## src/design/sdram_defs.svh

```systemverilog
// SDRAM front end sizing
// Address widths, bank and client counts, slot offset and download header length
`ifndef SDRAM_DEFS_SVH
`define SDRAM_DEFS_SVH

// Whole array is 4K words, split into four banks
`define MEM_AW        12
`define BANK_AW       10

`define NBANKS        4
`define NCLIENTS      8   // Two slots per bank

// Slot 1 lives in the upper half of every bank
`define SLOT1_OFFSET  512

// Download header bytes ahead of the ROM image
`define HEADER_LEN    16

`endif

```

## src/design/sdram_pkg.sv

```systemverilog
// SDRAM front end types
// Client command, bank request, data word and client numbering
`include "sdram_defs.svh"

package sdram_pkg;

    typedef logic [15:0] word_t;

    // Slot relative command from a game client
    typedef struct packed {
        logic [`BANK_AW-2:0] addr;
        logic                we;
        word_t               wdata;
        logic [1:0]          wmask;   // Active low per byte
    } client_cmd_t;

    // Arbiter to controller request, bank address
    typedef struct packed {
        logic [`BANK_AW-1:0] addr;
        logic                we;
        word_t               wdata;
        logic [1:0]          wmask;
    } bank_req_t;

    localparam int CLI_MAIN_RAM = 0;
    localparam int CLI_MAIN_ROM = 1;
    localparam int CLI_SOUND    = 2;
    localparam int CLI_ADPCM    = 3;
    localparam int CLI_CHAR     = 4;  // First graphics client
    localparam int CLI_SCROLL   = 5;
    localparam int CLI_OBJECT   = 6;
    localparam int CLI_ROAD     = 7;

    // Byte lane merge, a low mask bit takes the new byte
    function automatic word_t merge_word(word_t old_w, word_t new_w, logic [1:0] mask);
        word_t res;
        res[7:0]  = mask[0] ? old_w[7:0]  : new_w[7:0];
        res[15:8] = mask[1] ? old_w[15:8] : new_w[15:8];
        return res;
    endfunction

endpackage

```

## src/design/bank_slot_arbiter.sv

```systemverilog
// Two slot bank arbiter
// Each slot remembers its last read word and acks repeated reads from it.
// Misses and writes go to the controller one at a time over req/ack.
`timescale 1ns/100ps
`include "sdram_defs.svh"

module bank_slot_arbiter
    import sdram_pkg::*;
(
    input  logic             clk,
    input  logic             reset,
    input  logic             flush,
    input  logic [1:0]       slot_req,
    input  bank_req_t [1:0]  slot_cmd,
    output logic [1:0]       slot_ack,
    output word_t [1:0]      slot_rdata,
    output logic             mem_req,
    output bank_req_t        mem_cmd,
    input  logic             mem_ack,
    input  word_t            mem_rdata
);

    typedef enum logic [1:0] {
        ARB_IDLE,
        ARB_REQ,    // mem_req up, waiting for ack
        ARB_DONE    // waiting for mem_ack to fall
    } arb_state_t;

    arb_state_t state;
    logic cur;                  // Slot being served
    logic wait1;                // Slot 1 was passed over
    logic [`BANK_AW-1:0] cache_addr [2];
    word_t [1:0] cache_data;
    logic [1:0] cache_valid;
    logic [1:0] hit;
    logic [1:0] want;
    logic grant1;

    always_comb begin
        for (int s = 0; s < 2; s++) begin
            hit[s] = cache_valid[s] && (cache_addr[s] == slot_cmd[s].addr)
                   && !slot_cmd[s].we;
            want[s] = slot_req[s] && !slot_ack[s] && !hit[s]
                    && !(state != ARB_IDLE && cur == 1'(s));
        end
        grant1 = want[1] && (!want[0] || wait1);
    end

    assign slot_rdata = cache_data;

    always_ff @(posedge clk) begin
        if (reset) begin
            state       <= ARB_IDLE;
            cur         <= 1'b0;
            wait1       <= 1'b0;
            mem_req     <= 1'b0;
            slot_ack    <= '0;
            cache_valid <= '0;
        end else begin
            for (int s = 0; s < 2; s++) begin
                if (slot_ack[s] && !slot_req[s]) begin
                    slot_ack[s] <= 1'b0;
                end else if (slot_req[s] && !slot_ack[s] && hit[s]) begin
                    slot_ack[s] <= 1'b1;  // Served from the last word
                end
            end
            case (state)
                ARB_IDLE: begin
                    if (|want) begin
                        cur     <= grant1;
                        wait1   <= grant1 ? 1'b0 : want[1];
                        mem_cmd <= slot_cmd[grant1];
                        mem_req <= 1'b1;
                        state   <= ARB_REQ;
                    end
                end
                ARB_REQ: begin
                    if (mem_ack) begin
                        mem_req       <= 1'b0;
                        slot_ack[cur] <= 1'b1;
                        state         <= ARB_DONE;
                        if (mem_cmd.we) begin
                            // Keep the cached word coherent with our own write
                            if (cache_valid[cur] && cache_addr[cur] == mem_cmd.addr) begin
                                cache_data[cur] <= merge_word(cache_data[cur],
                                                              mem_cmd.wdata, mem_cmd.wmask);
                            end
                        end else begin
                            cache_addr[cur]  <= mem_cmd.addr;
                            cache_data[cur]  <= mem_rdata;
                            cache_valid[cur] <= 1'b1;
                        end
                    end
                end
                ARB_DONE: begin
                    if (!mem_ack) state <= ARB_IDLE;
                end
                default: state <= ARB_IDLE;
            endcase
            if (flush) cache_valid <= '0;  // New image in memory
        end
    end

endmodule

```

## config.mk

```make
export PLATFORM = sky130hd
export DESIGN_NAME = bank_slot_arbiter
export DESIGN_NICKNAME = d
export VERILOG_FILES = /design/src/design/sdram_pkg.sv /design/src/design/bank_slot_arbiter.sv
export VERILOG_INCLUDE_DIRS = /design/src /design/src/design
export SDC_FILE = /design/constraint.sdc
export NUM_CORES = 1
export LEC_CHECK = 0
export BUFFER_PORTS_ARGS = -buffer_cell sky130_fd_sc_hd__buf_2
export CELL_PAD_IN_SITES_DETAIL_PLACEMENT = 1
export CELL_PAD_IN_SITES_GLOBAL_PLACEMENT = 1
export CORE_MARGIN = 2
export CORE_UTILIZATION = 40
export DETAILED_ROUTE_END_ITERATION = 16
export PLACE_DENSITY = 0.89
export SYNTH_ARGS = -nofsm -noshare
export SYNTH_HDL_FRONTEND = slang
export SYNTH_SLANG_ARGS = --single-unit
```

## constraint.sdc

```tcl
create_clock -name clk -period 4.6 [get_ports clk]
set_input_delay 0.92 -clock clk [delete_from_list [all_inputs] [get_ports clk]]
set_output_delay 0.92 -clock clk [all_outputs]
set_load 0.005 [all_outputs]
```

# Yosys cells after proc, flatten, opt, wreduce, memory -nomap -nowiden
# Memories as Yosys holds them, arrays and structs flattened. A register that Yosys moved wholly into a read port is not among the register bits.
# Index checks and enable logic that the tools add are counted.
[word_totals] ff_bits=70 mem_bits_rw=20 inputBits=80 memories=1
[memory_table] name="cache_addr" depth=2 word_bits=10 read_ports=3 rd_clocked_by_memory_dff=1 write_ports=1 line_no="bank_slot_arbiter.sv:32" source="logic [`BANK_AW-1:0] cache_addr [2];"
[op_classes] magnitude_cmp=3 n_eq_ne=9 mux=39 bitwise=5 n_reduce_logical=42
[op_table] operator="$bwmux 32" count=2
[op_table] operator="$mux 32" count=2
[op_table] operator="$mux 29" count=2
[op_table] operator="$mux 16" count=3
[op_table] operator="$eq 10x10->1" count=3
[op_table] operator="$logic_and 1x1->1" count=19
[op_table] operator="$mux 1" count=19
[op_table] operator="$demux 16 s1" count=1
[op_table] operator="$mux 8" count=2
[op_table] operator="$reduce_and 3->1" count=4
[op_table] operator="$logic_not 1->1" count=11
[op_table] operator="$mux 2" count=5
[op_table] operator="$ne 2x2->1 const B" count=3
[op_table] operator="$pmux 2 s3" count=1
[op_table] operator="$lt 1x2->1 const B" count=2
[op_table] operator="$or 2x2->2" count=2
[op_table] operator="$reduce_and 4->1" count=1
[op_table] operator="$reduce_bool 2->1" count=2
[op_table] operator="$reduce_or 2->1" count=2
[op_table] operator="$not 1->1" count=3
[op_table] operator="$eq 2x1->1 const B" count=1
[op_table] operator="$eq 2x2->1 const B" count=1
[op_table] operator="$logic_not 2->1" count=1
[op_table] operator="$ne 2x1->1 const B" count=1
[op_table] operator="5 further kinds" count=5

# Longest topological paths before layout
[depth] ltp_word=11 depth_mapped=8 mapped_depth_nobuf=6

# Worst setup path after synthesis
# No wires, ideal clock.
[synth_path] path_type="input to register" from="in slot_cmd[28] in the netlist's numbering" to="reg mem_cmd[0] in the netlist's numbering (enable)" setup_time_ps=451 t_arrival_ps=3540 slack_ps=609 cell_stages=5 path_buffers=0 path_cell_list="xor2_1 -> nor4_1 -> a31oi_1 -> a22oi_1 -> nor3_1"
[synth_between] elab_chain_cells=8
[synth_lines] element="from (decl)" line_no="bank_slot_arbiter.sv:14" source="input bank_req_t [1:0] slot_cmd,"
[synth_lines] element="$eq 10x10->1" line_no="bank_slot_arbiter.sv:41" source="hit[s] = cache_valid[s] && (cache_addr[s] == slot_cmd[s].addr)"
[synth_lines] element="$logic_and 1x1->1" line_no="bank_slot_arbiter.sv:41"
[synth_lines] element="$logic_and 1x1->1" line_no="bank_slot_arbiter.sv:42" source="&& !slot_cmd[s].we;"
[synth_lines] element="$logic_not 1->1" line_no="bank_slot_arbiter.sv:43" source="want[s] = slot_req[s] && !slot_ack[s] && !hit[s]"
[synth_lines] element="$logic_and 1x1->1" line_no="bank_slot_arbiter.sv:43"
[synth_lines] element="$logic_and 1x1->1" line_no="bank_slot_arbiter.sv:44" source="&& !(state != ARB_IDLE && cur == 1'(s));"
[synth_lines] element="$reduce_or 2->1" line_no="bank_slot_arbiter.sv:69" source="if (|want) begin"
[synth_lines] element="$reduce_and 3->1 (no line)"
[synth_lines] element="to (signal assigned)" line_no="bank_slot_arbiter.sv:72" source="mem_cmd <= slot_cmd[grant1];"
[synth_lines] element="to (decl)" line_no="bank_slot_arbiter.sv:18" source="output bank_req_t mem_cmd,"
# Every way passes these cells.
# A chain may end at the register's enable or synchronous reset.

==> results_dict.tcl <==
set metrics [dict create \
    ys_warn_count 0 \
    grt_pass1_wl_mm 18.2 \
    die-area_sq_um 12000 \
    nFillCells 1176 \
    met1_length_mm 4.67 \
    routed_wirelength_mm 12.1 \
    post-dp-hpwl_mm 9.03 \
    area_growth_pct 23.9 \
    yosysTopAreaCellShare_pct 54.7 \
    max_clock_freq_ghz 0.333 \
    top_layer "met5" \
    seq_power_share_pct 54.3 \
    port_buffers 143 \
    synth_flop_cell "edfxtp_1" \
    wl_per_cell_um 19.4 \
    cp-end-kind "flip-flop" \
    synth_edf_count 81 \
    cts_resized 0 \
    setup_tns_ns 0 \
    diodes 0 \
    cts_made_buffers 9 \
    fp.dieH_um 109 \
    synthesis.nets 415 \
    path_clk_slew_ns 0.08 \
    drive_gt1_share_pct 41.8 \
    yosysTopAreaCell "edfxtp_1" \
    gr-usage-all-layers_pct 20.5 \
    clock-sinks 91 \
    power.leakage_nw 2.18 \
    grt_setup_unrepaired "false" \
    skew_ns 0.00761 \
    setup_violations 0 \
    syn_inst 335 \
    start_util_pct 41.0 \
    place_congestion 0.841 \
    crit_type "reg2reg" \
    synth_seq_cells 91 \
    cts_root_buf "clkbuf_8" \
    worst_pin_slew_ns 0.850 \
    ys_seq_area_share_pct 59.2 \
    yosys-top-cells-count "edfxtp_1, mux2i_1, nor2_1, a21oi_1, xor2_1" \
    post-route-period-util_pct 65.2 \
    worstPathArrival_ns 2.99 \
    fin_ws_ns 1.60 \
    hold_class "reg2reg" \
    wl_met2_mm 6.52 \
    num_vias 3210 \
    outcome "complete, no violations" \
    design_area_sq_um 5510 \
    maxSlewHeadroom_pct 43.4 \
    layout.nets 558 \
    p_clk_share_pct 29.0 \
    route.detailed.drc 0 \
    syn-cell-area_sq_um 4450 \
    firstDrtPassIters 4 \
    cts.htree.levels 3 \
    power_switching_w 0.000473 \
    grt_pass1_vias 3486 \
    dpl_cell_area_sq_um 5320 \
    synth_most_common_cell "edfxtp_1" \
    cts_setup_buffers 0 \
    yosysUniqueCellTypes 37 \
    drtIter0Drc 144 \
    boundaryPins 144 \
    p_comb_share_pct 16.7 \
    die_x_um 109 \
    cts_tree "built" \
    place_ws_ns 1.52 \
    synthArstFlopShare_pct 0 \
    coreArea_sq_um 10800 \
    clockBufferDepth 2 \
    antenna_left 0 \
    power_density_nw_per_um2 331 \
    viasPerCell 5.15 \
    worstPathRequired_ns 4.59 \
    hold_viol_final 0 \
    swShare_pct 25.9 \
    multi_input_area_sq_um 1730 \
    hold_buffers 0 \
    register_area_sq_um 2630 \
    synth_area_per_cell_sq_um 13.3 \
    clk_latency_ns 0.36 \
    max_cap_viol_count 0 \
    peakVddDrop_mv 0.191 \
    antenna_found_initial 1 \
    finalCriticalPeriod_ns 3.00 \
    grt-ovfl-total 0 \
    dp_cells 607 \
    worstSetupStartpointType "flip-flop" \
    slew_violations 0 \
    route.met3.wl_um 600 \
    grt_max_degree 61 \
    internal-power_w 0.00135 \
    crit_fanout 16 \
    num_rows 38 \
    synth.area.top_cells "edfxtp_1, mux2i_1, mux2_2, dfxtp_1, xor2_1" \
    layout.cells.non_filler 623 \
]
==> cells in the final DEF (no fill, tap or decap), types with 2 or more instances in the layout <==
cell,n
edfxtp_1,81
mux2i_1,43
mux2_2,19
buf_2,143
nor4_1,6
a31oi_1,2
nor3_1,6
nor2_1,41
clkbuf_1,2
nand2_1,4
buf_4,9
nand2b_1,3
a21oi_1,22
xor2_1,20
mux2_4,10
clkinv_1,2
clkbuf_8,9
nor2b_1,16
dfxtp_1,9
o21ai_0,2
or2_2,2
xnor2_1,11
==> registers in the layout, indices dropped and copies added, names as in the netlist, named ones only <==
name	flops
mem_req	1
cache_addr	20
state	2
wait1	1
cache_valid	2
mem_cmd	29
slot_rdata	32
cur	1
slot_ack	2
==> routing by layer <==
layer  GRT usage, %  up-vias
met5              0        -
met2           38.0      106
li1               -     1503
met4           8.77        2
met1           22.3     1580
met3           4.51       19
==> worst paths after layout <==
check,startpoint,to,slack (ns),cells past startpoint
worst max-delay path,flip-flop,slot_rdata[16],1.60,6
worst min-delay path,mem_req,mem_req,0.52,2
worst max register to register,flip-flop,slot_rdata[16],1.60,6
worst min register to register,mem_req,mem_req,0.52,2
==> critical path, cell delays in order, from the launching register on <==
cell	delay, ns
dfxtp_1	0.76
mux2i_1	0.29
xnor2_1	0.12
nor4_1	0.38
nand3_1	0.14
a21oi_1	0.20
and3b_1	0.74
==> cells by family (layout without fill, tap and decap cells) <==
logic type                Yosys count  after routing  synth area share (%)
and+or+nand+nor                    88             88                  9.82
AOI/OAI and AO/OA                  32             32                  4.53
buffers and inverters              21            169                  2.45
DFF                                91             91                  59.2
muxes                              72             72                  17.9
xor gates and xnor gates           31             31                  6.11
==> through the flow <==
step	hold WS, ns	power, W	util (%)
final	0.521	0.00182	50.8
after global routing	0.546	0.00190	50.8
after CTS	0.536	0.00184	50.8
after detailed placement	0.518	0.00132	49.1
after global placement	0.494	0.00129	49.1
after floorplan	0.479	0.00120	-
==> power groups by stage <==
stage / Sequential [W] / Combinational (W) / Clock (W)
4_1_cts: 0.000991 / 0.000308 / 0.000540
2_1_floorplan: 0.000995 / 0.000202 / 0
3_3_place_gp: 0.00101 / 0.000288 / 0
5_1_grt: 0.000996 / 0.000333 / 0.000570
6_report: 0.000991 / 0.000305 / 0.000529
3_5_place_dp: 0.00101 / 0.000306 / 0
==> cell type report <==
| type | count | area share (%) |
|---|---|---|
| Multi-Input combinational cell | 223 | 31.3 |
| Clock inverter | 5 | 0.977 |
| Sequential cell | 91 | 47.8 |
| Inverter | 1 | 0.0682 |
| Clock buffer | 11 | 2.39 |
| Tap cell | 140 | 3.18 |
| Timing Repair Buffer | 152 | 14.2 |
(Power assumes the default switching activity.)
