### config.mk
export PLATFORM = sky130hd
export DESIGN_NAME = client_mapper
export DESIGN_NICKNAME = d
export VERILOG_FILES = /design/src/design/sdram_pkg.sv /design/src/design/client_mapper.sv
export VERILOG_INCLUDE_DIRS = /design/src /design/src/design
export SDC_FILE = /design/constraint.sdc
export NUM_CORES = 1
export LEC_CHECK = 0
export BUFFER_PORTS_ARGS = -buffer_cell sky130_fd_sc_hd__buf_2
export CORE_AREA = 3 3 195 197
export DETAILED_ROUTE_END_ITERATION = 6
export DIE_AREA = 0 0 198 200
export SYNTH_ARGS = -nofsm -noshare
export SYNTH_HDL_FRONTEND = slang
export SYNTH_SLANG_ARGS = --single-unit
### constraint.sdc
create_clock -name clk -period 3.2 [get_ports clk]
set_input_delay 0.64 -clock clk [delete_from_list [all_inputs] [get_ports clk]]
set_output_delay 0.64 -clock clk [all_outputs]
set_load 0.02 [all_outputs]
### src/design/sdram_defs.svh
// SDRAM front end sizing
// Address widths, bank and client counts, slot offset and download header length
`ifndef SDRAM_DEFS_SVH
`define SDRAM_DEFS_SVH

// Whole array is 4K words, split into four banks
`define MEM_AW        12
`define BANK_AW       10

`define NBANKS        4
`define NCLIENTS      8   // Two slots per bank

// Slot 1 lives in the upper half of every bank
`define SLOT1_OFFSET  512

// Download header bytes ahead of the ROM image
`define HEADER_LEN    16

`endif

### src/design/sdram_pkg.sv
// SDRAM front end types
// Client command, bank request, data word and client numbering
`include "sdram_defs.svh"

package sdram_pkg;

    typedef logic [15:0] word_t;

    // Slot relative command from a game client
    typedef struct packed {
        logic [`BANK_AW-2:0] addr;
        logic                we;
        word_t               wdata;
        logic [1:0]          wmask;   // Active low per byte
    } client_cmd_t;

    // Arbiter to controller request, bank address
    typedef struct packed {
        logic [`BANK_AW-1:0] addr;
        logic                we;
        word_t               wdata;
        logic [1:0]          wmask;
    } bank_req_t;

    localparam int CLI_MAIN_RAM = 0;
    localparam int CLI_MAIN_ROM = 1;
    localparam int CLI_SOUND    = 2;
    localparam int CLI_ADPCM    = 3;
    localparam int CLI_CHAR     = 4;  // First graphics client
    localparam int CLI_SCROLL   = 5;
    localparam int CLI_OBJECT   = 6;
    localparam int CLI_ROAD     = 7;

    // Byte lane merge, a low mask bit takes the new byte
    function automatic word_t merge_word(word_t old_w, word_t new_w, logic [1:0] mask);
        word_t res;
        res[7:0]  = mask[0] ? old_w[7:0]  : new_w[7:0];
        res[15:8] = mask[1] ? old_w[15:8] : new_w[15:8];
        return res;
    endfunction

endpackage

### src/design/client_mapper.sv
// Client mapper
// Registers the eight client requests and turns them into per-bank slot requests.
// Graphics clients only get through during blanking, nobody while downloading.
`timescale 1ns/100ps
`include "sdram_defs.svh"

module client_mapper
    import sdram_pkg::*;
(
    input  logic                              clk,
    input  logic                              reset,
    input  logic                              lvbl,
    input  logic [8:0]                        vrender,
    input  logic                              downloading,
    input  logic [`NCLIENTS-1:0]              cli_req,
    input  client_cmd_t [`NCLIENTS-1:0]       cli_cmd,
    output logic [`NCLIENTS-1:0]              cli_ack,
    output logic [`NBANKS-1:0][1:0]           slot_req,
    output bank_req_t [`NBANKS-1:0][1:0]      slot_cmd,
    input  logic [`NBANKS-1:0][1:0]           slot_ack
);

    logic [`NCLIENTS-1:0] req_q;
    client_cmd_t [`NCLIENTS-1:0] cmd_q;
    logic [`NCLIENTS-1:0] allow;
    logic gfx_ok;

    assign gfx_ok = ~lvbl | (vrender == 9'd0) | vrender[8];  // Blanking

    always_comb begin
        for (int c = 0; c < `NCLIENTS; c++) begin
            allow[c] = (c < CLI_CHAR) | gfx_ok;
        end
    end

    // Once accepted a request stays up until the client drops it
    always_ff @(posedge clk) begin
        if (reset) begin
            req_q <= '0;
        end else begin
            req_q <= cli_req & ~{`NCLIENTS{downloading}} & (req_q | allow);
        end
    end

    always_ff @(posedge clk) begin
        for (int c = 0; c < `NCLIENTS; c++) begin
            if (!req_q[c]) cmd_q[c] <= cli_cmd[c];  // Frozen during the handshake
        end
    end

    always_comb begin
        for (int c = 0; c < `NCLIENTS; c++) begin
            slot_req[c/2][c%2] = req_q[c] & cli_req[c];  // Release is seen at once
            slot_cmd[c/2][c%2].addr = {1'b0, cmd_q[c].addr}
                                    + ((c % 2 == 1) ? `BANK_AW'(`SLOT1_OFFSET) : '0);
            if (c == CLI_MAIN_RAM) begin
                slot_cmd[c/2][c%2].we    = cmd_q[c].we;
                slot_cmd[c/2][c%2].wdata = cmd_q[c].wdata;
                slot_cmd[c/2][c%2].wmask = cmd_q[c].wmask;
            end else begin
                // Read only client
                slot_cmd[c/2][c%2].we    = 1'b0;
                slot_cmd[c/2][c%2].wdata = '0;
                slot_cmd[c/2][c%2].wmask = '0;
            end
            cli_ack[c] = slot_ack[c/2][c%2] & ~downloading;
        end
    end

endmodule

* Word-level counts from Yosys, hierarchy flattened *
Index checks and enable logic that the tools add are counted.

word-level totals
  register bits = 99
  bits in latches = 0
  RAM bits = 0
  memory bits (read-only) = 0
  input bits = 253
  output and inout bits = 248
  logic and storage cells = 41
  memories = 0

operators by class
  $add $sub $neg = 4
  $mul = 0
  divide/modulo/power cells = 0
  order comparisons = 0
  equal/unequal tests = 0
  shifts and indexed selects = 0
  mux-type cells = 0
  bitwise operators = 24
  reduce and logical (&&, ||, !) cells = 1

operator list
  operator                                        number
  adder 9 x 10 -> 10 bit (second input constant)  4
  bitwise AND 1 bit                               16
  bitwise AND 8 bit                               2
  zero test 9 bit                                 1
  NOT 8 bit                                       1
  OR 8 bit                                        1
  NOT 1 bit                                       2
  OR 1 bit                                        2

* Logic depth before layout (Yosys ltp) *
Gate-level depths: netlist (run 1).

  word-level depth = 5
  depth in mapped cells = 3
  depth with buffers taken out = 3

* Least setup slack after synthesis (run 1) *
OpenSTA, ideal clock, no wires.

  path type = input port to output port
  from = input slot_ack[0] (netlist name)
  to = output cli_ack[0]
  data arrival time = 967 ps
  required time = 2560 ps
  setup slack = 1593 ps
  cell stages on the path = 1
  buffers on the path = 0
  path through = nor2b_1

between the ends
  cells in the longest elaborated chain, start to end = 1

RTL lines
  element             line                 source
  start: declaration  client_mapper.sv:20  input logic [`NBANKS-1:0][1:0] slot_ack
  bitwise AND 1 bit   client_mapper.sv:66  cli_ack[c] = slot_ack[c/2][c%2] & ~downloading;
  end: declaration    client_mapper.sv:17  output logic [`NCLIENTS-1:0] cli_ack,

No other way between the ends.

* Final worst setup path (run 1) *
  from = input downloading
  to = output cli_ack[3]

between the ends
  cells in the longest elaborated chain, start to end = 2

RTL lines
  element             line                 source
  start: declaration  client_mapper.sv:14  input logic downloading,
  NOT 1 bit           client_mapper.sv:66
  bitwise AND 1 bit   client_mapper.sv:66

No other way between the ends.

==> results.py, run 1 <==
metrics = {
    "global_routing": {
        "grt_pass1_wl_um": 14500,
        "grt_max_degree": 29,
        "antenna_found_initial": 5,
        "grt_pass1_vias": 2237,
        "grt_usage": 0.0522,
        "grt_overflow": 0,
    },
    "power": {
        "total_power_mw": 3.00,
        "irDropWorstVdd_mv": 0.175,
        "leakage_nw": 2.60,
        "powerDensity_nw_per_um2": 530,
    },
    "placement": {
        "dpl_cell_area_um2": 5380,
        "port_buffers": 226,
        "gp_congestion": 0.672,
        "dpl.hpwl_um": 10300,
    },
    "drt": {
        "vias": 2560,
        "drt.antenna.violating_nets": 0,
        "drt_wl_total_um": 12000,
        "drt_iter0_markers": 78,
        "vias_per_cell": 2.59,
        "routedWlPerCell_um": 12.2,
        "drc": 0,
        "dr.pass1.iters": 4,
    },
    "logic_synthesis": {
        "synth_cell_types": 12,
        "synth_area_um2": 4200,
        "synthTopCellsByArea": "edfxtp_1 65%, buf_4 25%, dfxtp_1 3.8%",
        "ys_ff_latch": 99,
        "netlist_instances": 279,
        "ys_warn_count": 0,
        "synth_top_area_frac": 0.651,
        "syn_area_per_cell_um2": 15.0,
        "synth_area_leader_cell": "edfxtp_1",
        "yosysSeqAreaShare": 0.689,
    },
    "min_path": {
        "whs_path_depth": 1,
        "hp-start": "cli_cmd[217]",
        "hp-class": "primary input to flip-flop",
        "hold_path_end": "cmd_q[217]$_DFFE_PN_",
    },
    "clock_tree": {
        "htreeDepth": 3,
        "cts-resized-gates": 0,
        "clockBufferDepth": 2,
        "postCtsSetupBuffers": 0,
        "hold_buffers": 0,
        "clock-sinks": 99,
        "clkTransAtPathRegs_ns": 0.07,
        "numCtsBuffers": 9,
        "cts_tree": "yes",
        "clk_latency_ns": 0.34,
        "cts_root_buffer": "clkbuf_16",
    },
    "setup_path": {
        "crit_type": "primary input to primary output",
        "worstSetupEndpointType": "primary output",
        "r2r_end": "cmd_q[24]$_DFFE_PN_",
        "ff2ff_setup_slack_ns": 1.78,
        "cp_common_cell": "buf_2",
        "crit_buf_inv": 2,
        "cp.arrival_ns": 1.27,
        "critPathTopFamily": "buffers and inverters",
        "critPathMaxStageDelay_ns": 0.25,
        "worst_r2r_path_depth": 1,
        "crit_path_start_kind": "primary input",
        "path_cells": "buf_2, nor2b_1, buf_2",
        "crit_fanout": 9,
        "crit_slowest_cell": "nor2b_1",
        "cp.required_ns": 2.56,
        "r2r_start": "req_q[0]$_SDFF_PP0_",
    },
    "flow_run": {
        "max_cap_viol_count": 0,
    },
    "sta": {
        "finalCritPeriodShare": 0.596,
        "hold_viol": 0,
        "min_period_ns": 1.91,
        "rsz0062_at_grt": "no",
        "setup_tns_ns": 0,
        "skew_ns": 0.00576,
        "slew_viol_final": 0,
        "worstMarginPinSlew_ns": 1.01,
        "fmax_mhz": 524,
        "max_slew_margin": 0.324,
        "setup_viol": 0,
    },
    "floorplan": {
        "start_util": 0.115,
        "die_area_um2": 39600,
        "rows": 70,
        "coreArea_um2": 36400,
        "die_y_um": 200,
        "die_x_um": 198,
        "ioPinCount": 501,
    },
    "final_layout": {
        "drive_above_1_share": 0.468,
        "finalInstanceArea_um2": 5660,
        "area_growth_pct": 34.9,
        "fin_nets": 767,
    },
    "status": {
        "outcome": "finished, final reports clean",
    },
}
-- sequential cells by signal, indices dropped and copies added (netlist names) --
name,count
cmd_q,72
slot_cmd,19
req_q,8
-- cells in the final DEF (no fill, tap or decap) --
cell	n
and2_1	12
buf_2	226
clkbuf_1	1
clkbuf_16	9
clkinv_1	1
clkinv_4	1
clkinv_8	1
clkinvlp_4	2
conb_1	141
dfxtp_1	8
diode_2	1
edfxtp_1	91
inv_1	8
inv_6	1
nand2b_1	1
nor2_1	1
nor2_4	1
nor2b_1	8
o311a_1	4
or4_4	2
-- per-stage QoR --
stage	worst slack, ns	hold slack, ns	std cells	util
finish	1.29	0.468	988	0.155
global route	1.25	0.442	987	0.155
CTS	1.25	0.441	987	0.155
detailed placement	1.25	0.521	971	0.148
global placement	1.25	0.515	971	0.148
floorplan	1.59	0.498	418	-
-- cells by family after synthesis --
| group | after synthesis | share of synthesized area |
|---|---|---|
| buffers and inverters | 149 | 0.259 |
| flip-flops | 99 | 0.689 |
| AND/OR/NAND/NOR | 25 | 0.0402 |
| AO/OA/AOI/OAI | 4 | 0.00954 |
| other | 2 | 0.00179 |
-- synthesized netlist by cell type --
cell        n
and2_1     12
buf_4     141
conb_1      2
dfxtp_1     8
edfxtp_1   91
inv_1       8
nand2b_1    1
nor2_1      1
nor2_4      1
nor2b_1     8
o311a_1     4
or4_4       2
-- cell type report --
cell class                      instances  area (um2)
Multi-Input combinational cell        170         738
Clock inverter                          6        52.6
Fill cell                            4083       30800
Clock buffer                           10         229
Tap cell                              468         586
Antenna cell                            1        2.50
Inverter                                8        30.0
Timing Repair Buffer                  226        1130
Sequential cell                        99        2890
-- how the worst max path moves through the flow --
stage	start	to	slack (ns)	depth (start not counted)
3_5_place_dp	downloading	cli_ack[3]	1.25	3
5_1_grt	downloading	cli_ack[3]	1.25	3
6_report	downloading	cli_ack[3]	1.29	3
2_1_floorplan	slot_ack[0]	cli_ack[0]	1.59	1
3_3_place_gp	downloading	cli_ack[3]	1.25	3
4_1_cts	downloading	cli_ack[3]	1.25	3
-- where the power goes --
| group | internal [mW] | switching, mW | leakage (nW) |
|---|---|---|---|
| Combinational | 0.113 | 0.345 | 1.46 |
| Sequential | 1.50 | 0.0209 | 1.01 |
| Clock | 0.536 | 0.485 | 0.129 |
| Total | 2.15 | 0.850 | 2.60 |
-- per-layer routing --
metal / up-vias / GRT usage / wire length (um)
li1: 1130 / - / -
met1: 1153 / 0.0472 / 3880
met2: 258 / 0.102 / 6220
met3: 13 / 0.0235 / 1760
met4: 6 / 0.0197 / 152
met5: - / 0 / 34
No activity file was read; power rests on OpenSTA's default activity.
==> run 2, diff against run 1 <==
==> constraint.sdc (replaced) <==
create_clock -name clk -period 1.75 [get_ports clk]
set_input_delay 0.35 -clock clk [delete_from_list [all_inputs] [get_ports clk]]
set_output_delay 0.35 -clock clk [all_outputs]
set_load 0.02 [all_outputs]
==> results.py, run 2 (synthesis gave the netlist of run 1 again) <==
metrics = {
    "status": {
        "outcome": "finished, final reports clean",
    },
    "final_layout": {
        "largest_reg_flops": 72,
        "layout_commonest_cell": "buf_2",
        "n_antenna_cell": 0,
        "finalInstanceArea_um2": 5680,
        "fin_nets": 769,
        "seq_area_um2": 2890,
        "drive_above_1_share": 0.472,
        "area_growth_pct": 35.2,
        "final_cell_mix": "226 x buf_2, 141 x conb_1, 91 x edfxtp_1",
        "multi_input_area_um2": 738,
        "regMostFlops": "cmd_q",
        "fill_cells": 4077,
    },
    "setup_path": {
        "crit_fanout": 3,
        "ff2ff_setup_slack_ns": 0.73,
        "worstSetupEndpointType": "primary output",
        "cp.required_ns": 1.40,
        "crit_path_start_kind": "flip-flop",
        "crit_type": "flip-flop to primary output",
        "cp.arrival_ns": 1.06,
        "timing.critical_path.from": "req_q[7]$_SDFF_PP0_",
        "r2r_start": "req_q[0]$_SDFF_PP0_",
    },
    "floorplan": {
        "ioPinCount": 501,
        "die_area_um2": 39600,
        "die_x_um": 198,
        "coreArea_um2": 36400,
        "rows": 70,
        "die_y_um": 200,
        "start_util": 0.115,
    },
    "clock_tree": {
        "clock-sinks": 99,
        "clkTransAtPathRegs_ns": 0.07,
        "htreeDepth": 3,
        "cts_tree": "yes",
        "clk_latency_ns": 0.34,
        "cts_root_buffer": "clkbuf_16",
        "clockBufferDepth": 2,
        "cts-resized-gates": 0,
        "numCtsBuffers": 9,
        "postCtsSetupBuffers": 0,
        "hold_buffers": 0,
    },
    "drt": {
        "drt_wl_total_um": 12000,
        "drt.antenna.violating_nets": 0,
        "vias": 2603,
        "drt_iter0_markers": 98,
        "vias_per_cell": 2.63,
        "drc": 0,
        "routedWlPerCell_um": 12.2,
        "dr.pass1.iters": 4,
    },
    "sta": {
        "slew_viol_final": 0,
        "min_period_ns": 1.41,
        "hold_viol": 0,
        "finalCritPeriodShare": 0.803,
        "fmax_mhz": 712,
        "setup_viol": 0,
        "skew_ns": 0.00840,
        "setup_tns_ns": 0,
        "rsz0062_at_grt": "no",
    },
    "min_path": {
        "hp-class": "primary input to flip-flop",
        "hp-start": "cli_cmd[14]",
    },
    "global_routing": {
        "grt_usage": 0.0522,
        "antenna_found_initial": 5,
        "grt_pass1_wl_um": 14500,
        "grt_overflow": 0,
        "grt_pass1_vias": 2292,
        "grt_max_degree": 29,
    },
    "power": {
        "total_power_mw": 5.50,
        "leakage_nw": 2.61,
        "irDropWorstVdd_mv": 0.393,
        "powerDensity_nw_per_um2": 968,
    },
    "placement": {
        "dpl_cell_area_um2": 5390,
        "port_buffers": 226,
        "gp_congestion": 0.685,
        "dpl.hpwl_um": 10300,
    },
    "flow_run": {
        "max_cap_viol_count": 0,
    },
}
==> run 2: final cells by class <==
| class | instances | share of cell area |
|---|---|---|
| clock buffer | 10 | 0.0403 |
| clock inverter | 6 | 0.00948 |
| inverter | 8 | 0.00529 |
| multi-input combinational | 170 | 0.130 |
| sequential | 99 | 0.510 |
| tap | 468 | 0.103 |
| timing repair buffer | 228 | 0.202 |
==> run 2: through the flow <==
step	instances	hold slack (ns)	worst slack [ns]	util
2_1_floorplan	418	0.449	0.522	-
3_3_place_gp	973	0.516	0.204	0.148
3_5_place_dp	973	0.521	0.225	0.148
4_1_cts	989	0.152	0.265	0.156
5_1_grt	989	0.148	0.260	0.156
6_report	989	0.175	0.345	0.156
==> run 2: path summary, 6_finish.rpt <==
check,end,depth (start not counted)
min reg2reg,req_q[4]$_SDFF_PP0_,1
max,slot_req[7],2
max reg2reg,cmd_q[21]$_DFFE_PN_,2
min,slot_cmd[14]$_DFFE_PN_,1
==> run 2: power by group <==
part           switching (mW)  internal [mW]
combinational           0.631          0.209
clock                   0.893          0.982
sequential             0.0381           2.74
total                    1.56           3.93
==> run 2: layer usage <==
metal	track usage	share of wire	vias up	wire (um)
li1	-	-	1134	-
met1	0.0439	0.30	1185	3640
met2	0.105	0.52	258	6270
met3	0.0264	0.16	18	1900
met4	0.0181	0.013	8	156
met5	0	0.0042	-	51
==> run 2: worst max-delay path, cell delays in order, from the launching register on <==
cell     delay [ns]
dfxtp_1        0.39
and2_1         0.14
buf_2          0.18
==> run 3, diff against run 2 <==
==> constraint.sdc (replaced) <==
create_clock -name clk -period 1.4 [get_ports clk]
set_input_delay 0.28 -clock clk [delete_from_list [all_inputs] [get_ports clk]]
set_output_delay 0.28 -clock clk [all_outputs]
set_load 0.02 [all_outputs]
==> results.py, run 3 (synthesis gave the netlist of run 1 again) <==
metrics = {
    "power": {
        "irDropWorstVdd_mv": 0.359,
        "total_power_mw": 6.86,
        "leakage_nw": 2.62,
        "powerDensity_nw_per_um2": 1200,
    },
    "sta": {
        "skew_ns": 0.00582,
        "slew_viol_final": 0,
        "finalCritPeriodShare": 0.922,
        "fmax_mhz": 775,
        "setup_viol": 0,
        "hold_viol": 0,
        "min_period_ns": 1.29,
        "rsz0062_at_grt": "no",
        "setup_ws_ns": 0.110,
    },
    "drt": {
        "drt_wl_total_um": 12100,
        "drt.antenna.violating_nets": 0,
        "drt_iter0_markers": 83,
        "drc": 0,
        "vias": 2605,
        "vias_per_cell": 2.63,
        "routedWlPerCell_um": 12.2,
        "dr.pass1.iters": 4,
    },
    "floorplan": {
        "die_x_um": 198,
        "die_area_um2": 39600,
        "rows": 70,
        "die_y_um": 200,
        "start_util": 0.115,
        "ioPinCount": 501,
        "coreArea_um2": 36400,
    },
    "clock_tree": {
        "clkTransAtPathRegs_ns": 0.07,
        "htreeDepth": 3,
        "numCtsBuffers": 9,
        "postCtsSetupBuffers": 0,
        "clockBufferDepth": 2,
        "clk_latency_ns": 0.34,
        "cts_tree": "yes",
        "clock-sinks": 99,
        "cts_root_buffer": "clkbuf_16",
    },
    "placement": {
        "dp_slack_ns": -0.00313,
        "port_buffers": 226,
        "gp_congestion": 0.684,
        "dpl.hpwl_um": 10300,
    },
    "global_routing": {
        "grt_usage": 0.0523,
        "grt_pass1_vias": 2262,
        "grt_overflow": 0,
        "antenna_found_initial": 5,
        "grt_pass1_wl_um": 14600,
        "grt_max_degree": 29,
    },
    "setup_path": {
        "worstSetupEndpointType": "primary output",
        "crit_path_start_kind": "flip-flop",
        "crit_type": "flip-flop to primary output",
        "cp.required_ns": 1.12,
        "cp.arrival_ns": 1.01,
        "crit_fanout": 3,
    },
    "final_layout": {
        "layout_commonest_cell": "buf_2",
        "area_growth_pct": 36.0,
        "final_cell_mix": "226 x buf_2, 141 x conb_1, 91 x edfxtp_1",
        "largest_reg_flops": 72,
        "drive_above_1_share": 0.473,
        "fin_nets": 770,
        "regMostFlops": "cmd_q",
        "fill_cells": 4077,
    },
    "status": {
        "outcome": "finished, final reports clean",
    },
    "flow_run": {
        "max_cap_viol_count": 0,
    },
    "min_path": {
        "hp-class": "primary input to flip-flop",
    },
}
run 3: worst max-delay path, cell delays in order, from the launching register on:
cell     delay, ns
dfxtp_2       0.36
and2_1        0.13
buf_2         0.18
run 3: per-layer routing:
| layer | part of all wire | vias to the layer above | GRT usage |
|---|---|---|---|
| li1 | - | 1135 | - |
| met2 | 0.52 | 265 | 0.104 |
| met3 | 0.15 | 18 | 0.0258 |
| met4 | 0.014 | 6 | 0.0181 |
| met5 | 0.0026 | - | 0 |
| met1 | 0.32 | 1181 | 0.0451 |
run 3: through the flow:
stage / utilization / std cells / hold slack [ns] / cell area (um2) / TNS, ns
final: 0.157 / 991 / 0.105 / 5710 / 0
after global routing: 0.157 / 990 / 0.0791 / 5710 / 0
after CTS: 0.157 / 990 / 0.0829 / 5710 / 0
after detailed placement: 0.149 / 974 / 0.458 / 5430 / -0.00982
after global placement: 0.149 / 974 / 0.458 / 5430 / -0.00488
after floorplan: - / 418 / 0.379 / 4720 / 0
run 3: area by class of cell:
type                       instances  area, um2  area share
timing repair buffer             229       1180       0.206
clock inverter                     6       52.6     0.00920
inverter                           8       30.0     0.00526
multi-input combinational        170        738       0.129
tap                              468        586       0.103
antenna                            1       2.50    0.000438
clock buffer                      10        229      0.0401
sequential                        99       2890       0.507
run 3: path summary, 6_finish.rpt:
kind	start	endpoint	slack, ns	cells after the start
max reg2reg	req_q[4]$_SDFF_PP0_	cmd_q[131]$_DFFE_PN_	0.41	1
max	req_q[7]$_SDFF_PP0_	slot_req[7]	0.11	2
min	cli_cmd[221]	cmd_q[221]$_DFFE_PN_	0.10	1
min reg2reg	req_q[4]$_SDFF_PP0_	req_q[4]$_SDFF_PP0_	0.54	1
run 3: where the power goes:
part | internal, mW | total [mW] | switching [mW]
combinational | 0.265 | 1.06 | 0.793
clock | 1.22 | 2.33 | 1.10
sequential | 3.43 | 3.48 | 0.0485
run 3: repair_timing:
action / in CTS / in global routing
resized for setup: 1 / 0
hold buffers: 0 / 0
setup endpoints to repair: 1 / 0
endpoints found under the hold margin: 0 / 0
