<file path="src/design/sdram_defs.svh">
// SDRAM front end sizing
// Address widths, bank and client counts, slot offset and download header length
`ifndef SDRAM_DEFS_SVH
`define SDRAM_DEFS_SVH

// Whole array is 4K words, split into four banks
`define MEM_AW        12
`define BANK_AW       10

`define NBANKS        4
`define NCLIENTS      8   // Two slots per bank

// Slot 1 lives in the upper half of every bank
`define SLOT1_OFFSET  512

// Download header bytes ahead of the ROM image
`define HEADER_LEN    16

`endif

</file>
<file path="src/design/sdram_pkg.sv">
// SDRAM front end types
// Client command, bank request, data word and client numbering
`include "sdram_defs.svh"

package sdram_pkg;

    typedef logic [15:0] word_t;

    // Slot relative command from a game client
    typedef struct packed {
        logic [`BANK_AW-2:0] addr;
        logic                we;
        word_t               wdata;
        logic [1:0]          wmask;   // Active low per byte
    } client_cmd_t;

    // Arbiter to controller request, bank address
    typedef struct packed {
        logic [`BANK_AW-1:0] addr;
        logic                we;
        word_t               wdata;
        logic [1:0]          wmask;
    } bank_req_t;

    localparam int CLI_MAIN_RAM = 0;
    localparam int CLI_MAIN_ROM = 1;
    localparam int CLI_SOUND    = 2;
    localparam int CLI_ADPCM    = 3;
    localparam int CLI_CHAR     = 4;  // First graphics client
    localparam int CLI_SCROLL   = 5;
    localparam int CLI_OBJECT   = 6;
    localparam int CLI_ROAD     = 7;

    // Byte lane merge, a low mask bit takes the new byte
    function automatic word_t merge_word(word_t old_w, word_t new_w, logic [1:0] mask);
        word_t res;
        res[7:0]  = mask[0] ? old_w[7:0]  : new_w[7:0];
        res[15:8] = mask[1] ? old_w[15:8] : new_w[15:8];
        return res;
    endfunction

endpackage

</file>
<file path="src/design/rom_loader.sv">
// ROM download loader
// Latches the game id and decryption flags from the header, then packs
// the byte stream into words and writes them to memory.
`timescale 1ns/100ps
`include "sdram_defs.svh"

module rom_loader
    import sdram_pkg::*;
(
    input  logic               clk,
    input  logic               reset,
    input  logic               downloading,
    input  logic               ioctl_req,
    input  logic [15:0]        ioctl_addr,
    input  logic [7:0]         ioctl_data,
    output logic               ioctl_ack,
    output logic               prog_req,
    output logic [`MEM_AW-1:0] prog_addr,
    output word_t              prog_data,
    output logic [1:0]         prog_mask,
    input  logic               prog_ack,
    output logic [1:0]         game_id,
    output logic [2:0]         dec_flags,
    output logic               dwnld_busy
);

    logic [15:0] rel_addr;
    logic is_header;
    logic start;
    logic [7:0] low_byte;

    assign rel_addr   = ioctl_addr - 16'(`HEADER_LEN);
    assign is_header  = ioctl_addr < 16'(`HEADER_LEN);
    assign start      = downloading && ioctl_req && !ioctl_ack && !prog_req && !prog_ack;
    assign dwnld_busy = downloading | prog_req;
    assign prog_mask  = 2'b00;  // Both byte lanes

    always_ff @(posedge clk) begin
        if (reset) begin
            ioctl_ack <= 1'b0;
            prog_req  <= 1'b0;
            game_id   <= '0;
            dec_flags <= '0;
        end else begin
            if (ioctl_ack && !ioctl_req) ioctl_ack <= 1'b0;
            if (prog_req && prog_ack) begin
                prog_req  <= 1'b0;
                ioctl_ack <= 1'b1;  // Odd byte released once the word is stored
            end
            if (start) begin
                if (is_header) begin
                    if (ioctl_addr == 16'd0) dec_flags <= ioctl_data[2:0];
                    if (ioctl_addr == 16'd1) game_id <= ioctl_data[1:0];
                    ioctl_ack <= 1'b1;
                end else if (rel_addr[0]) begin
                    prog_req <= 1'b1;
                end else begin
                    ioctl_ack <= 1'b1;
                end
            end
        end
    end

    // Low byte first
    always_ff @(posedge clk) begin
        if (start && !is_header) begin
            if (!rel_addr[0]) begin
                low_byte <= ioctl_data;
            end else begin
                prog_addr <= rel_addr[`MEM_AW:1];
                prog_data <= {ioctl_data, low_byte};
            end
        end
    end

endmodule

</file>
<file path="config.mk">
export PLATFORM = sky130hd
export DESIGN_NAME = rom_loader
export DESIGN_NICKNAME = d
export VERILOG_FILES = /design/src/design/sdram_pkg.sv /design/src/design/rom_loader.sv
export VERILOG_INCLUDE_DIRS = /design/src /design/src/design
export SDC_FILE = /design/constraint.sdc
export NUM_CORES = 1
export LEC_CHECK = 0
export BUFFER_PORTS_ARGS = -buffer_cell sky130_fd_sc_hd__buf_2
export CORE_UTILIZATION = 44
export CTS_BUF_LIST = sky130_fd_sc_hd__clkbuf_4 sky130_fd_sc_hd__clkbuf_8
export DETAILED_ROUTE_END_ITERATION = 10
export PLACE_DENSITY = 0.77
export SYNTH_ARGS = -nofsm -noshare
export SYNTH_HDL_FRONTEND = slang
export SYNTH_SLANG_ARGS = --single-unit
</file>
<file path="constraint.sdc">
create_clock -name clk -period 2.55 [get_ports clk]
set_clock_uncertainty 0.05 [all_clocks]
set_input_delay 0.3825 -clock clk [delete_from_list [all_inputs] [get_ports clk]]
set_output_delay 0.3825 -clock clk [all_outputs]
set_load 0.02 [all_outputs]
</file>
# After elaboration in Yosys (flattened, before gate mapping)
# Cells that the tools add are included.
totals:
  reg_bits: 43
  in_bits: 29
classes:
  n_addsub: 1
  n_lt_le_gt_ge: 1
  n_eq_ne: 1
  muxes: 9
  bitwise: 2
  n_reduce_logical: 17
op_table:
  columns: ["op", "n"]
  rows:
  - ["$eq 16x1->1 const B", 1]
  - ["$logic_not 16->1", 1]
  - ["$lt 16x5->1 const B", 1]
  - ["$sub 13x5->13 const B", 1]
  - ["$mux 1", 9]
  - ["$logic_and 1x1->1", 7]
  - ["$reduce_and 3->1", 2]
  - ["$logic_not 1->1", 5]
  - ["$reduce_and 2->1", 2]
  - ["$not 1->1", 1]
  - ["$or 1x1->1", 1]

# Logic depth before layout (Yosys ltp)
# Gate-level depths: netlist (run 1).
depth:
  word_depth: 7
  mapped_depth: 6

# Worst setup path after synthesis (run 1)
# No wires, ideal clock.
synth_path:
  path_type: "input -> register"
  start: "input ioctl_addr[4]"
  end: "register prog_addr[0], enable pin"
  t_arrival_ns: 2.203
  path_slack_ns: -0.115
  path_stages: 5
  cell_sequence: "inv_1 > ha_1 > nor3b_1 > and3_1 > nor2_1"
synth_via:
  elab_chain_len: 4
synth_rtl:
  columns: ["element", "line", "rtl"]
  rows:
  - ["start, declared", "rom_loader.sv:14", "input logic [15:0] ioctl_addr,"]
  - ["$lt 16x5->1", "rom_loader.sv:33", "assign is_header = ioctl_addr < 16'(`HEADER_LEN);"]
  - ["$logic_not 1->1", "rom_loader.sv:66", "if (start && !is_header) begin"]
  - ["$logic_and 1x1->1", "rom_loader.sv:66", null]
  - ["$reduce_and 2->1 (no source line)", null, null]
  - ["end signal, assigned", "rom_loader.sv:70", "prog_addr <= rel_addr[`MEM_AW:1];"]
  - ["end, declared", "rom_loader.sv:18", "output logic [`MEM_AW-1:0] prog_addr,"]
# No other way between the ends.
# A chain may end at the register's enable or synchronous reset.

# Final worst setup path (run 1)
layout_path:
  start: "register prog_req"
  end: "register low_byte[7], enable pin"
layout_via:
  elab_chain_len: 5
layout_rtl:
  columns: ["element", "line", "rtl"]
  rows:
  - ["start, declared", "rom_loader.sv:17", "output logic prog_req,"]
  - ["start signal, assigned", "rom_loader.sv:41", "prog_req <= 1'b0;"]
  - ["start signal, assigned", "rom_loader.sv:47", "prog_req <= 1'b0;"]
  - ["start signal, assigned", "rom_loader.sv:56", "prog_req <= 1'b1;"]
  - ["$logic_not 1->1", "rom_loader.sv:34", "assign start = downloading && ioctl_req && !ioctl_ack && !prog_req && !prog_ack;"]
  - ["$logic_and 1x1->1 (2 in a row)", "rom_loader.sv:34", null]
  - ["$logic_and 1x1->1", "rom_loader.sv:66", null]
  - ["$reduce_and 2->1 (no source line)", null, null]
  - ["end signal, assigned", "rom_loader.sv:68", "low_byte <= ioctl_data;"]
  - ["end, declared", "rom_loader.sv:30", "logic [7:0] low_byte;"]
# No other way between the ends.

==> results of run 1 <==
## state kept, by name (all words and copies together) (netlist names)
name / cells
prog_data: 16
game_id: 2
prog_addr: 12
low_byte: 8
prog_req: 1
dec_flags: 3
ioctl_ack: 1
## through the flow
step / instances / utilization, % / setup slack (ns)
floorplan: 105 / - / 0.337
global placement: 216 / 58.5 / 0.596
detailed placement: 216 / 58.5 / 0.555
CTS: 224 / 60.9 / 0.650
global route: 224 / 60.9 / 0.587
finish: 224 / 60.9 / 0.653
## worst max-delay path: cells and delay by family, from the launching register on
kind	cells	cell delay [ns]
AND/OR/NAND/NOR	3	1.03
flip-flops	1	0.37
buffers and inverters	1	0.17
## final cells by class
class                   count  area (sq um)  area share [%]
well taps                  46          57.6            2.77
clock inverters             3          43.8            2.11
clock buffers               5          37.5            1.81
repair buffers             67           343            16.5
multi-input cells          56           362            17.4
flip-flops and latches     43          1220            58.7
inverters                   4          15.0           0.722
## cell usage after synthesis
master / instances
sky130_fd_sc_hd__or3_4: 1
sky130_fd_sc_hd__o21ai_0: 2
sky130_fd_sc_hd__or2_2: 1
sky130_fd_sc_hd__or4b_4: 1
sky130_fd_sc_hd__nor2b_1: 1
sky130_fd_sc_hd__nand3_1: 7
sky130_fd_sc_hd__nand2_1: 4
sky130_fd_sc_hd__nor4_4: 1
sky130_fd_sc_hd__nor2_1: 4
sky130_fd_sc_hd__a211o_1: 1
sky130_fd_sc_hd__xor2_1: 3
sky130_fd_sc_hd__a22oi_1: 1
sky130_fd_sc_hd__inv_1: 4
sky130_fd_sc_hd__xnor2_1: 4
sky130_fd_sc_hd__nor4_1: 1
sky130_fd_sc_hd__nor4b_1: 1
sky130_fd_sc_hd__and3_1: 2
sky130_fd_sc_hd__ha_1: 1
sky130_fd_sc_hd__dfxtp_1: 7
sky130_fd_sc_hd__nor3b_1: 2
sky130_fd_sc_hd__and4_1: 1
sky130_fd_sc_hd__buf_4: 2
sky130_fd_sc_hd__nand4_1: 1
sky130_fd_sc_hd__nor3_1: 4
sky130_fd_sc_hd__o21ai_1: 3
sky130_fd_sc_hd__edfxtp_1: 36
sky130_fd_sc_hd__conb_1: 1
sky130_fd_sc_hd__a21oi_1: 7
## layer usage
metal	GRT usage (%)	vias to the layer above
met3	4.74	5
met2	23.5	48
met1	17.4	475
met4	5.23	0
li1	-	533
met5	0	-
## kinds of logic after synthesis
logic type | share of synthesized area, %
DFF | 76.0
and+or+nand+nor | 12.5
AOI/OAI and AO/OA | 4.75
xor gates and xnor gates | 3.82
buffers and inverters | 1.87
adders and majority gates | 0.779
other | 0.233
## worst paths after layout
| path | slack, ns | to | startpoint |
|---|---|---|---|
| max | 0.65 | low_byte[7] | prog_req |
| max reg2reg | 0.65 | low_byte[7] | prog_req |
| min reg2reg | 0.38 | prog_data[5] | low_byte[5] |
| min | 0.17 | low_byte[3] | ioctl_data[3] |
## power groups by stage
stage                     Combinational, mW  Clock, mW  Sequential [mW]
after floorplan                      0.0320          0            0.803
after global placement               0.0880          0            0.792
after detailed placement             0.0908          0            0.792
after CTS                            0.0910      0.426            0.776
after global routing                 0.0985      0.457            0.777
final                                0.0903      0.419            0.776
==> results by stage, run 1 <==
Run status:
- The run finished with clean final reports.

Timing:
- The headroom to the max-slew limit is 64.4%.
- Across all hold checks on the routed design, the worst slack comes to 0.170 ns.
- Setup total negative slack on the finished layout was measured at 0 ns.
- Setup repair after global routing left no endpoint under its margin.
- The achievable frequency is 0.527 GHz.
- The count of final setup violators is 0.
- After layout, the minimum clock period comes to 1.90 ns.
- The final clock period utilization by the worst path is 74.4%.
- The final-report max-slew violation count was 0.
- The hold violation count in the final report was 0.
- The actual transition at the worst max-transition pin is 0.529 ns.

Detailed routing:
- The antenna violation net count after detailed routing is 0.
- After detailed routing, the number of remaining DRC violations is 0.
- For this run, the detailed router's first-pass iteration total came to 4.
- The average wire per standard cell is 12.3 um.
- Summed over all layers, the routed wires come to 2770 um.
- After detailed routing, the met2 layer carries 1350 um of wire.
- The initial DRC count is 24.
- The total met3 wirelength after detailed routing is 201 um.
- The routed length on met1 is 1170 um.
- The highest layer touched by signal routing is met4.
- The via count is 1061.
- In the routed layout, each cell is associated on average with a via count of 4.74.

Power:
- Internal power comes to 1.02 mW.
- The power per cell area is 618 nW/um^2.
- The combinational share of power is 7.0%.
- The proportion of total power due to net switching is 21.0%.
- Of the total power, the clock network draws 32.6%.
- The sequential power share is 60.3%.
- The leakage power of the design is 0.835 nW.
- The worst vdd rail ir drop is 0.293 mV.
- The power after layout is 1.29 mW.
- In this run the power spent charging and discharging nets is 0.270 mW.

Placed design:
- Once placement finished, the instance area stood at 2000 sq um.
- The count of input and output buffers is 64.
- At the end of routability-driven placement, the weighted congestion stood at 0.793.
- The HPWL reported at the end of detailed placement is 2130 um.

Clock tree:
- The cell sitting at the root of the clock tree is a sky130_fd_sc_hd__clkbuf_4.
- Post-CTS timing repair inserted 0 buffers for setup.
- The number of buffers inserted for hold repair after clock tree synthesis is 0.
- The TritonCTS clock tree is done.
- The maximum buffer depth of the clock tree is 2.
- CTS saw 43 sinks.
- The clock transition at the register clock pins on the worst setup and hold paths after CTS is 0.13 ns.
- In this run, CTS created clock tree buffers numbering 5.
- The post-cts repair resize count is 0.
- The clock latency at the later pin of the worst-skew pair is 0.34 ns.
- The number of levels the H-tree was split into is 2.

Floorplan:
- In this run the core area contains 21 standard-cell rows.
- Once the floorplan was initialized, standard cells occupied 47.0% of the core.
- For this design the top-level I/O count stands at 67.
- The area of the placeable core is 3420 sq um.
- The total die area is 3900 sq um.
- The floorplan step set the die width to 62.4 um.
- The die is 62.4 um tall.

Yosys:
- Counting every instance in the synthesized netlist gives 104.
- The share of the synthesized area in the top cell type is 67.3%.
- The library cell with the largest summed area after synthesis is sky130_fd_sc_hd__edfxtp_1.
- The synthesized design contains 43 register bits.
- The number of distinct library cells after synthesis is 28.
- After synthesis, flip-flops and latches occupy 76.0% of the total area.
- The average instance in the mapped netlist occupies 15.4 sq um.
- Yosys printed 0 warnings.
- After synthesis the cells add up to 1610 sq um.
- By area the synthesized netlist is led by sky130_fd_sc_hd__edfxtp_1 (67%), sky130_fd_sc_hd__dfxtp_1 (8.7%), sky130_fd_sc_hd__a21oi_1 (2.2%).

GRT:
- Entering global routing, the biggest net connects 29 pins.
- The total congestion overflow after global routing is 0.
- In the global route stage, overall resource usage came out at 14.3%.
- The via count of the first global-routing pass is 930.
- The number of antenna violations at the first check in global routing is 0.
- The first-pass GRT wire length is 4260 um.

Min path:
- The min-delay analysis places its worst path in the category in2reg.
- The hold path depth is 1.

Critical path:
- Data on the critical path is required at its endpoint by 2.56 ns.
- The maximum cell stage delay along the critical path is 0.56 ns.
- STA classifies the critical path endpoint as a flop.
- Data on the critical path arrives at its endpoint at 1.91 ns.
- STA classifies the critical path startpoint as a flop.
- Among all stages on the critical path, the largest delay is contributed by sky130_fd_sc_hd__or4b_4.
- In this run the worst path has a maximum fanout of 8.
- The number of cells on the worst reg-to-reg path is 4.
- The critical path goes through or4b_4 -> or3_4 -> nor2_1 -> buf_4.
- The type of the setup path with the least slack is reg2reg.

Finish:
- 0 antenna diodes ended up in the layout.
- Once layout is done, the placed cells without fillers occupy 2080 sq um.
- The most common cell after layout, fill and taps aside is sky130_fd_sc_hd__buf_2.
- The net count reported at finish is 207.
- The layout-stage area growth over the synthesis result is 29.4%.
- In the layout the commonest cells are sky130_fd_sc_hd__buf_2 (64), sky130_fd_sc_hd__edfxtp_1 (36), sky130_fd_sc_hd__nand3_1 (7), sky130_fd_sc_hd__a21oi_1 (7), sky130_fd_sc_hd__dfxtp_1 (7).
- The fill cell total of the finished layout is 288.
- The layout cell share with drive strength beyond 1 is 44.9%.

Run:
- Max-cap violations in this run came to 0.
Note: power is estimated with default switching activity, not from simulation.
==> inputs of run 2 (changes only) <==
--- a/config.mk
+++ b/config.mk
@@ -7,10 +7,10 @@
 export NUM_CORES = 1
 export LEC_CHECK = 0
 export BUFFER_PORTS_ARGS = -buffer_cell sky130_fd_sc_hd__buf_2
-export CORE_UTILIZATION = 44
+export CORE_UTILIZATION = 49
 export CTS_BUF_LIST = sky130_fd_sc_hd__clkbuf_4 sky130_fd_sc_hd__clkbuf_8
 export DETAILED_ROUTE_END_ITERATION = 10
-export PLACE_DENSITY = 0.77
+export PLACE_DENSITY = 0.81
 export SYNTH_ARGS = -nofsm -noshare
 export SYNTH_HDL_FRONTEND = slang
 export SYNTH_SLANG_ARGS = --single-unit
==> constraint.sdc (replaced) <==
create_clock -name clk -period 1.9 [get_ports clk]
set_clock_uncertainty 0.05 [all_clocks]
set_input_delay 0.285 -clock clk [delete_from_list [all_inputs] [get_ports clk]]
set_output_delay 0.285 -clock clk [all_outputs]
set_load 0.02 [all_outputs]
==> results by stage, run 2 (synthesis results as in run 1) <==
Clock tree:
- The clock buffer count from CTS is 5 (unchanged).
- The TritonCTS clock tree is done (unchanged).
- The cell at the root of the clock tree is sky130_fd_sc_hd__clkbuf_4 (unchanged).
- The clock transition at the register clock pins on the worst setup and hold paths after CTS is 0.12 ns (was 0.13 ns).
- The maximum buffer depth of the clock tree is 2 (unchanged).
- The clock latency at the later pin of the worst-skew pair is 0.34 ns (about the same).
- The number of sinks driven by the clock tree is 43 (unchanged).
- The number of levels the H-tree was split into is 2 (unchanged).

GRT:
- The first-pass GRT wire length is 4910 um (was 4260 um).
- The total congestion overflow after global routing is 0 (unchanged).
- The global-route usage over all layers is 20.0% (was 14.3%).
- The number of antenna violations at the first check in global routing is 0 (unchanged).
- The pin count of the biggest net entering global routing is 15 (was 29).
- The via count of the first global-routing pass is 1090 (was 930).

Timing:
- The time the worst path needs with I/O delays and setup came to 1.86 ns (was 1.90 ns).
- The achievable frequency came to 0.537 GHz (was 0.527 GHz).
- The hold violation count in the final report came to 0 (unchanged).
- The final worst setup slack is 0.0392 ns (was 0.653 ns).
- Setup repair after global routing missed its margin: true (was false).
- The final clock period utilization by the worst path came to 97.9% (was 74.4%).
- The count of final setup violators is 0 (unchanged).
- The final-report max-slew violation count came to 0 (unchanged).

Finish:
- The fraction of the core area covered by cells at the end of the flow is 70.9% (was 60.9%).
- The count of antenna diodes in the layout is 0 (unchanged).
- The fill cell total of the finished layout was 226 (was 288).
- The multi-input combinational cell area is 385 sq um (was 362 sq um).
- Most frequent cells in the layout: sky130_fd_sc_hd__buf_2 (64), sky130_fd_sc_hd__edfxtp_1 (36), sky130_fd_sc_hd__buf_4 (9) (was sky130_fd_sc_hd__buf_2 (64), sky130_fd_sc_hd__edfxtp_1 (36), sky130_fd_sc_hd__nand3_1 (7), sky130_fd_sc_hd__a21oi_1 (7), sky130_fd_sc_hd__dfxtp_1 (7)).
- The largest register by flop count is prog_data (unchanged).
- The area of all sequential standard cells came to 1220 sq um (about the same).
- Largest registers: prog_data (16), prog_addr (12), low_byte (8) (unchanged).
- The layout-stage area growth over the synthesis result is 35.9% (was 29.4%).
- The layout cell share with drive strength beyond 1 is 48.7% (was 44.9%).
- The flip-flop count of the largest register, all copies and words added is 16 (unchanged).
- The net count reported at finish is 216 (was 207).
- The most common cell after layout, fill and taps aside is sky130_fd_sc_hd__buf_2 (unchanged).

Critical path:
- The family with the most delay on the worst path is simple AND/OR/NAND/NOR gates (unchanged).
- The maximum cell stage delay along the critical path came to 0.55 ns (was 0.56 ns).
- The maximum fanout along the worst path is 8 (unchanged).
- The capturing element type of the critical path is a flop (unchanged).
- The type of the setup path with the least slack is reg2reg (unchanged).
- Cell-by-cell trace of the critical path: or4b_4 -> or3_4 -> nor2_4 (was or4b_4 -> or3_4 -> nor2_1 -> buf_4).
- The count of buffer and inverter cells on the critical path came to 0 (was 1).
- The cell with the largest stage delay on the worst path is sky130_fd_sc_hd__or4b_4 (unchanged).
- The critical path required time is 1.89 ns (was 2.56 ns).
- The kind of launch point of the worst setup path is a flop (unchanged).
- The origin of the worst setup path is prog_req (unchanged).
- The critical path arrival came to 1.85 ns (was 1.91 ns).
- The launching point of the worst reg2reg path is prog_req (unchanged).

Placed design:
- The weighted congestion at the end of routability-driven global placement is 0.768 (was 0.793).
- The pre-CTS setup slack is -0.126 ns (was 0.555 ns).
- The HPWL reported at the end of detailed placement is 2320 um (was 2130 um).
- The count of input and output buffers is 64 (unchanged).

Detailed routing:
- The via count is 1165 (was 1061).
- The initial DRC count is 34 (was 24).
- The detail-routed via count per cell is 5.04 (was 4.74).
- The average wire per standard cell is 13.6 um (was 12.3 um).
- The DRC violations left is 0 (unchanged).
- The length of the first detailed-routing pass in iterations is 4 (unchanged).
- The antenna violation net count after detailed routing was 0 (unchanged).
- The total wire length after detailed routing is 3140 um (was 2770 um).

Run status:
- Result of the run: finished clean (unchanged).

Floorplan:
- The horizontal die dimension is 59.3 um (was 62.4 um).
- The row count is 20 (was 21).
- The total die area is 3510 sq um (was 3900 sq um).
- The starting density of the core was 52.2% (was 47.0%).
- The area of the placeable core is 3080 sq um (was 3420 sq um).
- The number of ports placed on the die boundary was 67 (unchanged).
- The overall die height was 59.3 um (was 62.4 um).

Power:
- The power per cell area is 791 nW/um^2 (was 618 nW/um^2).
- The power after layout came to 1.73 mW (was 1.29 mW).
- The leakage power of the design is 0.882 nW (was 0.835 nW).
- The worst vdd rail ir drop came to 0.425 mV (was 0.293 mV).

Min path:
- The critical hold path startpoint is ioctl_data[6] (was ioctl_data[3]).
- The worst min-delay path category is in2reg (unchanged).

Run:
- The count of max-cap constraint violations is 0 (unchanged).
[run 2: per-stage QoR]
step	TNS [ns]	instance area [sq um]	cells	hold slack (ns)
floorplan	0	1630	105	0.304
global placement	-2.42	2050	219	0.351
detailed placement	-3.51	2050	219	0.355
CTS	0	2130	228	0.0614
global route	-0.138	2180	231	0.0421
finish	0	2180	231	0.0764
[run 2: per-layer routing]
layer	wire length (um)	vias up	GRT usage [%]	share of wire, %
met4	43	0	7.82	1.4
li1	-	555	-	-
met1	1310	549	25.0	42
met2	1600	56	32.1	51
met3	189	5	6.55	6.0
met5	0	-	0	0
[run 2: worst paths after layout]
path	endpoint	slack, ns	cells past startpoint
worst max-delay path	low_byte[6]	0.04	3
worst min-delay path	prog_data[14]	0.08	1
worst max register to register	low_byte[6]	0.04	3
worst min register to register	prog_data[3]	0.38	0
[run 2: final cells by class]
| type | count | area share, % |
|---|---|---|
| sequential | 43 | 56.0 |
| timing repair buffer | 75 | 19.6 |
| multi-input combinational | 57 | 17.7 |
| tap | 44 | 2.52 |
| clock inverter | 3 | 1.78 |
| clock buffer | 5 | 1.72 |
| inverter | 4 | 0.688 |
[run 2: power breakdown]
group	leakage [nW]	internal [mW]	switching, mW
registers	0.384	1.04	0.00419
clock network	0.0426	0.271	0.277
logic	0.455	0.0594	0.0783
total	0.882	1.37	0.360
[run 2: timing repair]
action	CTS	global route
buffers inserted	0	3
resized for setup	1	2
endpoints found under the setup margin	28	36
pin swaps	0	2
hold buffers	0	0
gates cloned	1	0
